## config.mk

```make
export PLATFORM = sky130hd
export DESIGN_NAME = aluSubsystem
export DESIGN_NICKNAME = d
export VERILOG_FILES = /design/src/hw/aluCtrlPkg.sv /design/src/hw/cpuIsaPkg.sv /design/src/hw/aluCtrlIf.sv /design/src/hw/wbIf.sv /design/src/hw/aluExecute.sv /design/src/hw/aluGroupDecoder.sv /design/src/hw/aluResult.sv /design/src/hw/aluSubsystem.sv
export SDC_FILE = /design/constraint.sdc
export NUM_CORES = 1
export LEC_CHECK = 0
export BUFFER_PORTS_ARGS = -buffer_cell sky130_fd_sc_hd__buf_2
export CORE_ASPECT_RATIO = 0.7
export CORE_MARGIN = 1.5
export CORE_UTILIZATION = 35
export DETAILED_ROUTE_END_ITERATION = 8
export PLACE_DENSITY = 0.58
export SLEW_MARGIN = 20
export SYNTH_ARGS = -nofsm -noshare
export SYNTH_HDL_FRONTEND = slang
export SYNTH_HIERARCHICAL = 1
export SYNTH_SLANG_ARGS = --single-unit
```

## constraint.sdc

```tcl
create_clock -name CLK -period 10.9 [get_ports CLK]
set_input_delay 0.545 -clock CLK [delete_from_list [all_inputs] [get_ports CLK]]
set_output_delay 0.545 -clock CLK [all_outputs]
set_load 0.005 [all_outputs]
```

## src/hw/aluCtrlPkg.sv

```systemverilog
`default_nettype none

package aluCtrlPkg;

	// ========================================================================
	// Operand B source select
	// ========================================================================
	typedef enum logic [1:0] {
		REG_B = 2'd0,                           // Register file port B
		IMM4  = 2'd1,                           // Zero-extended 4-bit value
		IMM8U = 2'd2,                           // Zero-extended 8-bit value
		IMM8S = 2'd3                            // Sign-extended 8-bit value
	} srcBE;

	// ========================================================================
	// Register access sequence
	// ========================================================================
	typedef enum logic [1:0] {
		READ_ONLY = 2'd0,                       // CMP, BIT: no write-back
		LOAD_A    = 2'd1,                       // MOV: A written, not read
		UPDATE_A  = 2'd2                        // Read-modify-write of A
	} regSeqE;

	// ========================================================================
	// Condition flags
	// ========================================================================
	typedef struct packed {
		logic z;                                // Zero
		logic n;                                // Negative
		logic c;                                // Carry or borrow
		logic v;                                // Signed overflow
	} flagsT;

endpackage

`default_nettype wire

```

## src/hw/cpuIsaPkg.sv

```systemverilog
`default_nettype none

package cpuIsaPkg;

	// ========================================================================
	// Word format and register file geometry
	// ========================================================================
	localparam int instrWidth = 16;                 // Instruction word bits
	localparam int numRegs    = 16;                 // General purpose registers
	localparam int regAddrW   = $clog2(numRegs);    // Register index bits

	localparam int grpHi  = 15;                     // Group field
	localparam int grpLo  = 14;
	localparam int opHi   = 13;                     // ALU operation field
	localparam int opLo   = 10;
	localparam int modeHi = 9;                      // Argument mode field
	localparam int modeLo = 8;
	localparam int raHi   = 7;                      // Register A field
	localparam int raLo   = 4;
	localparam int rbHi   = 3;                      // Register B field
	localparam int rbLo   = 0;

	localparam int immWidth  = 8;                   // Accumulator immediate, bits 7..0
	localparam int imm4Width = 4;                   // Short immediate in the B field

	localparam logic [1:0] groupAlu = 2'd3;         // Top bits 11 select the ALU group
	localparam logic [regAddrW-1:0] accReg = '0;    // Fixed accumulator is R0

	// ========================================================================
	// Operation codes and argument modes
	// ========================================================================
	typedef enum logic [3:0] {
		MOV = 4'd0,  ADD = 4'd1,  ADC = 4'd2,  SUB = 4'd3,
		SBC = 4'd4,  AND = 4'd5,  OR  = 4'd6,  XOR = 4'd7,
		NOT = 4'd8,  SHL = 4'd9,  SHR = 4'd10, CMP = 4'd11,
		BIT = 4'd12                             // 13..15 undefined
	} aluOpE;

	typedef enum logic [1:0] {
		REG_REG = 2'd0,                         // Ra, Rb
		REG_U4  = 2'd1,                         // Ra, unsigned 4-bit
		ACC_U8  = 2'd2,                         // Acc, unsigned 8-bit
		ACC_S8  = 2'd3                          // Acc, sign-extended 8-bit
	} argModeE;

endpackage

`default_nettype wire

```

## src/hw/aluCtrlIf.sv

```systemverilog
`timescale 1ns/1ps
`default_nettype none

interface aluCtrlIf
	import cpuIsaPkg::*;
	import aluCtrlPkg::*;
();

	logic                 valid;                // Control word present
	aluOpE                op;
	regSeqE               regSeq;
	logic [regAddrW-1:0]  addrA;                // Already remapped for Acc modes
	logic [regAddrW-1:0]  addrB;
	srcBE                 srcB;
	logic [immWidth-1:0]  imm;                  // Raw low byte of the word
	logic                 ccLoad;               // Flags update on retire
	logic                 illegal;
	logic                 stall;                // From execute, hold word

	modport decode  (output valid, op, regSeq, addrA, addrB, srcB, imm, ccLoad, illegal,
	                 input  stall);
	modport execute (input  valid, op, regSeq, addrA, addrB, srcB, imm, ccLoad, illegal,
	                 output stall);

endinterface

`default_nettype wire

```

## src/hw/wbIf.sv

```systemverilog
`timescale 1ns/1ps
`default_nettype none

interface wbIf
	import cpuIsaPkg::*;
	import aluCtrlPkg::*;
#(
	parameter int dataWidth = 16
) ();

	// Register read ports, bypassed in result
	logic [regAddrW-1:0]  rdAddrA;
	logic [regAddrW-1:0]  rdAddrB;
	logic [dataWidth-1:0] rdDataA;
	logic [dataWidth-1:0] rdDataB;
	logic                 carryIn;              // C with pending flags bypassed

	// Write-back record
	logic                 valid;
	logic [dataWidth-1:0] data;
	logic [regAddrW-1:0]  dest;
	logic                 writeEn;
	flagsT                flags;
	logic                 flagsLoad;
	logic                 illegal;
	logic                 stall;                // No result credit left

	modport execute (output rdAddrA, rdAddrB, valid, data, dest, writeEn, flags,
	                        flagsLoad, illegal,
	                 input  rdDataA, rdDataB, carryIn, stall);
	modport result  (input  rdAddrA, rdAddrB, valid, data, dest, writeEn, flags,
	                        flagsLoad, illegal,
	                 output rdDataA, rdDataB, carryIn, stall);

endinterface

`default_nettype wire

```

## src/hw/aluExecute.sv

```systemverilog
`timescale 1ns/1ps
`default_nettype none

module aluExecute
	import cpuIsaPkg::*;
	import aluCtrlPkg::*;
#(
	parameter int dataWidth = 16
) (
	input  wire         CLK,
	input  wire         rstN,
	aluCtrlIf.execute   ctrl,
	wbIf.execute        wb
);

	localparam int msb = dataWidth - 1;
	localparam int shW = $clog2(dataWidth);

	logic [dataWidth-1:0] opA;
	logic [dataWidth-1:0] opB;
	logic [dataWidth-1:0] res;
	logic [dataWidth:0]   wide;                   // Result plus carry bit
	logic [shW-1:0]       shAmt;
	flagsT                fl;

	assign wb.rdAddrA = ctrl.addrA;
	assign wb.rdAddrB = ctrl.addrB;
	assign ctrl.stall = wb.stall;                 // Hold decode while record waits

	// ========================================================================
	// Operand select and ALU
	// ========================================================================
	always_comb begin
		opA = wb.rdDataA;
		case (ctrl.srcB)
			IMM4:    opB = dataWidth'(ctrl.imm[imm4Width-1:0]);
			IMM8U:   opB = dataWidth'(ctrl.imm);
			IMM8S:   opB = {{(dataWidth - immWidth){ctrl.imm[immWidth-1]}}, ctrl.imm};
			default: opB = wb.rdDataB;
		endcase
		shAmt = opB[shW-1:0];                     // Shift count from B

		wide = '0;
		fl   = '0;                                 // C, V cleared unless set below
		case (ctrl.op)
			MOV: wide = {1'b0, opB};
			ADD, ADC: begin
				wide = {1'b0, opA} + {1'b0, opB}
				     + ((ctrl.op == ADC) ? (dataWidth + 1)'(wb.carryIn) : '0);
				fl.c = wide[dataWidth];               // Carry out
				fl.v = (opA[msb] == opB[msb]) && (wide[msb] != opA[msb]);
			end
			SUB, SBC, CMP: begin
				wide = {1'b0, opA} - {1'b0, opB}
				     - ((ctrl.op == SBC) ? (dataWidth + 1)'(wb.carryIn) : '0);
				fl.c = wide[dataWidth];               // Borrow
				fl.v = (opA[msb] != opB[msb]) && (wide[msb] != opA[msb]);
			end
			AND, BIT: wide = {1'b0, opA & opB};
			OR:       wide = {1'b0, opA | opB};
			XOR:      wide = {1'b0, opA ^ opB};
			NOT:      wide = {1'b0, ~opB};         // B only
			SHL: begin
				wide = {1'b0, opA} << shAmt;
				fl.c = wide[dataWidth];               // Last bit out of the top
			end
			SHR: begin
				{wide[msb:0], fl.c} = {opA, 1'b0} >> shAmt;  // Last bit out of the bottom
			end
			default: wide = '0;                    // Undefined, retired as illegal
		endcase

		res  = wide[msb:0];
		fl.z = (res == '0);
		fl.n = res[msb];
	end

	// ========================================================================
	// Write-back record
	// ========================================================================
	always_ff @(posedge CLK or negedge rstN) begin
		if (!rstN) begin
			wb.valid <= 1'b0;
		end else if (!wb.stall) begin
			wb.valid <= ctrl.valid;
		end
	end

	always_ff @(posedge CLK) begin
		if (!wb.stall) begin
			wb.data      <= res;
			wb.dest      <= ctrl.addrA;
			wb.flags     <= fl;
			wb.illegal   <= ctrl.illegal;
			wb.writeEn   <= (ctrl.regSeq != READ_ONLY) && !ctrl.illegal;
			wb.flagsLoad <= ctrl.ccLoad && !ctrl.illegal;  // No side effects if illegal
		end
	end

endmodule

`default_nettype wire

```

## src/hw/aluGroupDecoder.sv

```systemverilog
`timescale 1ns/1ps
`default_nettype none

module aluGroupDecoder
	import cpuIsaPkg::*;
	import aluCtrlPkg::*;
#(
	parameter int instrDepth = 4
) (
	input  wire                   CLK,
	input  wire                   rstN,
	input  wire                   instrValid,
	input  wire  [instrWidth-1:0] instr,
	output logic                  instrCreditRet,
	aluCtrlIf.decode              ctrl
);

	localparam int ptrW = (instrDepth > 1) ? $clog2(instrDepth) : 1;
	localparam int cntW = $clog2(instrDepth + 1);

	// ========================================================================
	// Instruction buffer, sized by the producer credits
	// ========================================================================
	logic [instrWidth-1:0] buffer [instrDepth];    // Word storage
	logic [ptrW-1:0]       wrPtr;
	logic [ptrW-1:0]       rdPtr;
	logic [cntW-1:0]       count;                  // Words held
	logic                  loadDec;                // Decode register free
	logic                  pop;

	logic [instrWidth-1:0] head;
	aluOpE                 decOp;
	argModeE               decMode;
	logic                  decIllegal;

	assign loadDec = !ctrl.valid || !ctrl.stall;   // Empty or handing off
	assign pop     = (count != '0) && loadDec;

	always_ff @(posedge CLK) begin
		if (instrValid) begin
			buffer[wrPtr] <= instr;                // Credits rule out overflow
		end
	end

	always_ff @(posedge CLK or negedge rstN) begin
		if (!rstN) begin
			wrPtr          <= '0;
			rdPtr          <= '0;
			count          <= '0;
			instrCreditRet <= 1'b0;
		end else begin
			if (instrValid) begin
				wrPtr <= (wrPtr == ptrW'(instrDepth - 1)) ? '0 : wrPtr + 1'b1;
			end
			if (pop) begin
				rdPtr <= (rdPtr == ptrW'(instrDepth - 1)) ? '0 : rdPtr + 1'b1;
			end
			count          <= count + cntW'(instrValid) - cntW'(pop);
			instrCreditRet <= pop;                 // One pulse per drained word
		end
	end

	// ========================================================================
	// Field decode of the buffer head
	// ========================================================================
	always_comb begin
		head       = buffer[rdPtr];
		decOp      = aluOpE'(head[opHi:opLo]);
		decMode    = argModeE'(head[modeHi:modeLo]);
		decIllegal = (head[grpHi:grpLo] != groupAlu)  // Not group 3
		          || (head[opHi:opLo] > BIT);          // Codes 13..15
	end

	// Decode register valid
	always_ff @(posedge CLK or negedge rstN) begin
		if (!rstN) begin
			ctrl.valid <= 1'b0;
		end else if (loadDec) begin
			ctrl.valid <= pop;
		end
	end

	// Decode register payload
	always_ff @(posedge CLK) begin
		if (pop) begin
			ctrl.op      <= decOp;
			ctrl.illegal <= decIllegal;
			ctrl.ccLoad  <= (decOp != MOV);        // MOV leaves flags alone
			ctrl.addrB   <= head[rbHi:rbLo];
			ctrl.imm     <= head[immWidth-1:0];    // Execute narrows for U4

			case (decOp)
				CMP, BIT: ctrl.regSeq <= READ_ONLY;
				MOV:      ctrl.regSeq <= LOAD_A;
				default:  ctrl.regSeq <= UPDATE_A;
			endcase

			case (decMode)
				REG_REG: begin
					ctrl.addrA <= head[raHi:raLo];
					ctrl.srcB  <= REG_B;
				end
				REG_U4: begin
					ctrl.addrA <= head[raHi:raLo];
					ctrl.srcB  <= IMM4;                // Value sits in the B field
				end
				ACC_U8: begin
					ctrl.addrA <= accReg;              // Byte overlays the A field
					ctrl.srcB  <= IMM8U;
				end
				default: begin
					ctrl.addrA <= accReg;
					ctrl.srcB  <= IMM8S;
				end
			endcase
		end
	end

endmodule

`default_nettype wire

```

## src/hw/aluResult.sv

```systemverilog
`timescale 1ns/1ps
`default_nettype none

module aluResult
	import cpuIsaPkg::*;
	import aluCtrlPkg::*;
#(
	parameter int dataWidth  = 16,
	parameter int resCredits = 2
) (
	input  wire                   CLK,
	input  wire                   rstN,
	wbIf.result                   wb,
	input  wire                   resCreditRet,
	output logic                  resValid,
	output logic [dataWidth-1:0]  resData,
	output flagsT                 resFlags,
	output logic [regAddrW-1:0]   resDest,
	output logic                  resWrote,
	output logic                  resIllegal
);

	localparam int crW = $clog2(resCredits + 1);

	logic [dataWidth-1:0] regs [numRegs];        // Register file
	flagsT                ccReg;                 // Condition register
	logic [crW-1:0]       credits;               // Consumer slots left
	logic                 retire;
	logic                 fwdA;
	logic                 fwdB;

	// ========================================================================
	// Read ports with bypass from the pending record
	// ========================================================================
	assign fwdA = wb.valid && wb.writeEn && (wb.dest == wb.rdAddrA);
	assign fwdB = wb.valid && wb.writeEn && (wb.dest == wb.rdAddrB);

	assign wb.rdDataA = fwdA ? wb.data : regs[wb.rdAddrA];
	assign wb.rdDataB = fwdB ? wb.data : regs[wb.rdAddrB];
	assign wb.carryIn = (wb.valid && wb.flagsLoad) ? wb.flags.c : ccReg.c;

	// ========================================================================
	// Result credits
	// ========================================================================
	assign retire   = wb.valid && (credits != '0);
	assign wb.stall = wb.valid && (credits == '0);   // Record waits for a slot
	assign resFlags = ccReg;                          // Post-commit flags

	always_ff @(posedge CLK or negedge rstN) begin
		if (!rstN) begin
			credits    <= crW'(resCredits);
			ccReg      <= '0;
			resValid   <= 1'b0;
			resWrote   <= 1'b0;
			resIllegal <= 1'b0;
			for (int i = 0; i < numRegs; i++) begin
				regs[i] <= '0;
			end
		end else begin
			credits  <= credits - crW'(retire) + crW'(resCreditRet);
			resValid <= retire;                  // One cycle per result
			if (retire) begin
				resWrote   <= wb.writeEn;
				resIllegal <= wb.illegal;
				if (wb.writeEn) begin
					regs[wb.dest] <= wb.data;        // Commit with the result ports
				end
				if (wb.flagsLoad) begin
					ccReg <= wb.flags;
				end
			end
		end
	end

	// Result payload
	always_ff @(posedge CLK) begin
		if (retire) begin
			resData <= wb.data;
			resDest <= wb.dest;
		end
	end

endmodule

`default_nettype wire

```

## src/hw/aluSubsystem.sv

```systemverilog
`timescale 1ns/1ps
`default_nettype none

module aluSubsystem
	import cpuIsaPkg::*;
	import aluCtrlPkg::*;
#(
	parameter int dataWidth  = 16,
	parameter int instrDepth = 4,
	parameter int resCredits = 2
) (
	input  wire                   CLK,
	input  wire                   rstN,
	// Instruction side
	input  wire                   instrValid,
	input  wire  [instrWidth-1:0] instr,
	output logic                  instrCreditRet,
	// Result side
	output logic                  resValid,
	output logic [dataWidth-1:0]  resData,
	output flagsT                 resFlags,
	output logic [regAddrW-1:0]   resDest,
	output logic                  resWrote,
	output logic                  resIllegal,
	input  wire                   resCreditRet
);

	// ========================================================================
	// Stage links
	// ========================================================================
	aluCtrlIf ctrlBus ();                                  // Decode to execute
	wbIf #(.dataWidth(dataWidth)) wbBus ();                // Execute to result

	aluGroupDecoder #(.instrDepth(instrDepth)) i_aluGroupDecoder (
		.CLK            (CLK),
		.rstN           (rstN),
		.instrValid     (instrValid),
		.instr          (instr),
		.instrCreditRet (instrCreditRet),
		.ctrl           (ctrlBus)
	);

	aluExecute #(.dataWidth(dataWidth)) i_aluExecute (
		.CLK  (CLK),
		.rstN (rstN),
		.ctrl (ctrlBus),
		.wb   (wbBus)
	);

	aluResult #(
		.dataWidth  (dataWidth),
		.resCredits (resCredits)
	) i_aluResult (
		.CLK          (CLK),
		.rstN         (rstN),
		.wb           (wbBus),
		.resCreditRet (resCreditRet),
		.resValid     (resValid),
		.resData      (resData),
		.resFlags     (resFlags),
		.resDest      (resDest),
		.resWrote     (resWrote),
		.resIllegal   (resIllegal)
	);

endmodule

`default_nettype wire

```

Yosys cells after proc, flatten, opt, wreduce, memory -nomap -nowiden:

Memories as Yosys holds them, arrays and structs flattened.
Cells that the tools add are included.

* equal/unequal tests: 28
* reduce and logical (&&, ||, !) cells: 33
* bitwise logic cells: 7
* $lt $le $gt $ge: 5
* $add $sub $neg: 10
* shift operators: 2
* mux-type cells: 24

Operators by type and width (number)
* 256-bit bitwise mux: 1
* 16-bit case mux with 9 select lines: 1
* 16-bit binary-select mux with 4-bit select: 2
* 16-bit 2-to-1 mux: 7
* 16-bit demux with 4-bit select: 1
* 16-bit case mux with 3 select lines: 1
* 4-bit equality test (second input constant): 7
* 16-bit by 16-bit adder with 17-bit output: 1
* 17-bit adder: 1
* 16-bit by 4-bit left shift with 17-bit output: 1
* 17-bit by 4-bit right shift with 17-bit output: 1
* 16-bit by 16-bit subtractor with 17-bit output: 1
* 17-bit subtractor: 1
* 16-bit bitwise AND: 1
* 4-bit by 3-bit equality test with 1-bit output (second input constant): 4
* 16-bit logical NOT: 1
* 16-bit NOT: 1
* 16-bit OR: 1
* 16-bit bitwise XOR: 1
* 5-bit greater-or-equal comparator (second input constant): 3
* 4-bit NOT with 5-bit output: 3
* 1-bit logical AND: 12
* 2-bit equality test (second input constant): 5
* 4-bit by 2-bit equality test with 1-bit output (second input constant): 2
* 29 further kinds: 49

* memories: 1
* register bits: 348
* output and inout port bits: 28
* word-level logic and storage cells: 159
* RAM bits: 64
* bits of input ports: 20

Memory list
* i_aluGroupDecoder.buffer: depth 4, bits a word 16, read ports 1, clocked after memory_dff 0, write ports 1, RTL line aluGroupDecoder.sv:24 `logic [instrWidth-1:0] buffer [instrDepth];`

Logic depth before layout (Yosys ltp):

* word-level depth: 11
* depth in mapped cells: 28
* mapped depth without buffers: 22

Modules after synthesis:

Netlist, hierarchy kept.

Modules (own cells, without submodules)
* aluResult: times used 1, area each 15259.6 µm², sequential area each 7233.2 µm², cells an instance 938
* aluExecute: times used 1, area each 5761.8 µm², sequential area each 805.8 µm², cells an instance 729
* aluGroupDecoder: times used 1, area each 3570.9 µm², sequential area each 2807.7 µm², cells an instance 167

Worst setup path after synthesis:

Ideal clock, no wire load.

* path type: reg2reg
* start: reg i_aluGroupDecoder.ctrl.addrB[0]
* end: reg, netlist name i_aluExecute/wb.flags[3]
* clock period less this slack: 6.262 ns
* data required time: 10.731 ns
* path buffers: 6
* stages on the path, launching flop included: 29
* library setup time: 0.169 ns
* data arrival time: 6.093 ns
* slack: 4.638 ns
* cell sequence: edfxtp_1 -> buf_4 -> buf_4 -> buf_2 -> mux4_2 -> mux2i_1 -> mux2i_1 -> mux2_2 -> nor3b_4 -> nor2_8 -> inv_2 -> buf_4 -> buf_4 -> buf_2 -> xnor2_1 -> ha_1 -> inv_1 -> ha_1 -> nor2_1 -> fa_1 -> a21boi_0 -> nor2_1 -> xnor2_1 -> a211oi_1 -> o211ai_1 -> a311o_1 -> or4_1 -> or4_1 -> nor4b_2

RTL lines
* start, declared: RTL line aluCtrlIf.sv:20 `modport decode (output valid, op, regSeq, addrA, addrB, srcB, imm, ccLoad, illegal,`
* start signal, assigned: RTL line aluGroupDecoder.sv:89 `ctrl.addrB <= head[rbHi:rbLo];`

==> results.md <==
* Status: finished, final reports clean
* Core Area at approximately 70000 sq um
* CP max FO at 34
* Largest net degree at the start of global routing at 173
* Startpoint Class: flop
* CTS tree: built
* #FFs+latches synth at 407
* FF+latch area at 10800 sq um
* Setup Buffers After CTS at 0
* CTS root buffer: clkbuf_16
* TNS Setup at 0 ns
* Initial Util at 0.353
* Max-slew violations at 0
* Synth Area in XOR/XNOR at 0.0142
* Drt first pass iters at 6
* GRT busiest layer: met1
* Largest family of logic cells by synthesized area: multiplexers
* Met3 Use GR at 0.0628
* Met2 GRT Util at 0.298
* Mux cell area share after synthesis at 0.335
* DP Area at 25500 sq um
* Drt drc at 0
* Synth Area in Compound Gates at 0.0684
* Grt ovf at 0
* Post-route clock skew at about 0.026 ns
* Sequential share of the synthesized area at 0.441
* Vias at 16.3k
* Synthesized area at between 20000 and 25000 sq um
* Placer Congestion at slightly below 1
* Hold-fix buffers, CTS at 0
* Clk slew on worst S/H paths at around 0.06 ns
* IO Pins at 48
* CP arrival at 8.06 ns
* Synth top area share at 0.279
* Antenna violations before repair at 3
* CTS Buf Count at 42
* Die height at 225 um
* F_max at 131 MHz
* Fillers at 6553
* Req. time, crit path at around 11 ns
* Worst-skew pair later-pin latency at 0.58 ns
* Pre-CTS setup slack at 3.29 ns
* Port-buffer cells at 47
* Area leader, netlist: dfrtp_1
* Top_reg_cell synth: dfrtp_1
* Synth-to-layout area growth at 9.40%
* Synth cell types at 97
* Slew of the pin with the lowest slew margin at ~1.1 ns
* Starting DRT DRC Count at approximately 1.6k
* Synthesis Warnings at 6
* RSZ-0062 raised after global routing: false
* Met1 GRT Util at 0.312
* Largest cells by area after synthesis: dfrtp_1 28%, edfxtp_1 16%, mux4_2 13%, mux2_2 13%, mux2i_1 5.6%
* Max-cap viol count at 0
* Layout net count at 1910
* Async set-reset flop share out of synthesis at 0.676
* Crit. End Element: flop
* Clk sink count at 407
* Final Hold Viols at 0
* Final HPWL DP at 50300 um
* Relative slew slack at 0.274
* Area of the multi-input gates at around 13000 sq um
* Total Routed Length at 74800 um
* Post-synth net total at approximately 1.9k
* EDFF count, synth at 132
* Total track usage at 0.209
* Final worst slack at around 3.3 ns
* Routed Antenna Nets at 0
* Final setup viols at 0
* Post-synthesis simple-gate area fraction at 0.0606
* Final period util at 0.701
* DIE AREA at 71900 sq um
* H-tree Lvls at 2
* Placement Rows at 81
* DR vias/cell at 5.92
* Syn avg cell area at 13.4 sq um
* Worst hold path type: in2async
* Layout cells sized above 1 at 0.335
* Final Util at 0.386
* Post-cts sizing count at 0
* Cell area after layout at 26900 sq um
* Global-route wire length before repair at 112000 um
* Crit Path Class: reg2reg
* DIE WIDTH at 320 um
* Wire length per cell at between 20 and 30 um
* Vias in the first global route at 16.5k
* Adder-cell share of the synthesized area at 0.0389
* Cell count after synthesis at 1834
* Final Critical Period at 7.64 ns
* Max Buffers Root-to-Sink at 3
## worst paths after layout
path / start / to / slack, ns / cells past startpoint
worst max-delay path: i_aluGroupDecoder/ctrl.addrB[0]$_DFFE_PP_ / i_aluExecute/wb.flags[3]$_DFFE_PN_ / 3.26 / 23
worst min-delay path: rstN / i_aluResult/regs[155]$_DFFE_PN0P_ / 0.02 / 1
worst max register to register: i_aluGroupDecoder/ctrl.addrB[0]$_DFFE_PP_ / i_aluExecute/wb.flags[3]$_DFFE_PN_ / 3.26 / 23
worst min register to register: i_aluExecute/wb.flags[0]$_SDFFCE_PN0N_ / i_aluResult/resFlags[0]$_DFFE_PN0P_ / 0.50 / 1
max in group asynchronous: rstN / i_aluResult/regs[130]$_DFFE_PN0P_ / 9.39 / 3
min in group CLK: instr[10] / i_aluGroupDecoder/buffer[3][10]$_DFFE_PP_ / 0.19 / 1
## worst max-delay path, stage by stage (launching register included)
cell	delay, ns
edfxtp_1	0.70
buf_4	0.37
mux4_2	0.55
mux2i_1	0.14
mux2i_1	0.10
mux2_2	0.30
nor3b_4	0.20
nor2_8	0.55
inv_2	0.47
xnor2_1	0.26
ha_1	0.32
inv_1	0.07
ha_1	0.15
nor2_1	0.06
fa_1	0.43
a21boi_0	0.47
nor2_1	0.10
xnor2_1	0.14
a211oi_1	0.25
o211ai_1	0.16
a311o_1	0.31
or4_1	0.54
or4_1	0.51
nor4b_2	0.29
## through the flow
stage               hold WS (ns)  std cells
floorplan                  0.249       1834
global placement           0.460       2684
detailed placement         0.479       2684
CTS                       0.0412       2760
global route              0.0930       2761
finish                    0.0211       2762
## cells in the mapped netlist (10+ instances only)
master	instances
mux2_2	281
dfrtp_1	274
mux4_2	145
mux2i_1	138
edfxtp_1	132
inv_1	74
ha_1	70
nand2_1	64
nor2_1	64
a21oi_1	53
clkbuf_1	52
buf_2	37
buf_4	33
o21ai_0	31
xnor2_1	31
nand3_1	24
nor3_1	24
a221oi_1	16
nor2b_1	14
a22oi_1	12
o211ai_1	11
buf_1	10
mux2_4	10
## state kept, by name, indices dropped and copies added (netlist names), 4 cells and up
register / count
i_aluExecute/wb.dest: 4
i_aluGroupDecoder/ctrl.imm: 5
i_aluGroupDecoder/ctrl.addrA: 4
i_aluResult/regs: 256
i_aluExecute/wb.data: 16
i_aluResult/resDest: 4
i_aluResult/resFlags: 4
i_aluGroupDecoder/buffer: 64
i_aluResult/resData: 16
i_aluGroupDecoder/ctrl.op: 4
## kinds of logic (layout without fill, tap and decap cells)
group,count (synthesis),after routing
AO/OA/AOI/OAI,239,239
flip-flops,407,407
XOR/XNOR,40,40
multiplexers,590,590
adder cells (fa/ha/maj),74,74
other,0,1
buffers and inverters,215,229
AND/OR/NAND/NOR,269,269
## layer usage
layer / vias to the layer above / wire length [um]
li1: 6990 / -
met3: 84 / 7040
met2: 598 / 31600
met5: - / 0
met4: 0 / 1140
met1: 8674 / 35000
## area by class of cell
type | instances | area share
Antenna cell | 1 | 0.0000930
Clock buffer | 62 | 0.0457
Clock inverter | 14 | 0.00484
Inverter | 78 | 0.0109
Multi-Input combinational cell | 1212 | 0.475
Sequential cell | 407 | 0.403
Tap cell | 913 | 0.0425
Timing Repair Buffer | 75 | 0.0181
## layout by cell type (no fill, tap or decap), drive strengths merged, types with 31 or more instances in the layout
master,n
a21oi,56
buf,75
clkbuf,62
dfrtp,274
edfxtp,132
ha,70
inv,81
mux2,300
mux2i,138
mux4,152
nand2,67
nor2,74
o21ai,34
xnor2,31
Power is not shown: default switching activity piles up to over one toggle a cycle in this logic, so the estimate is an artifact.
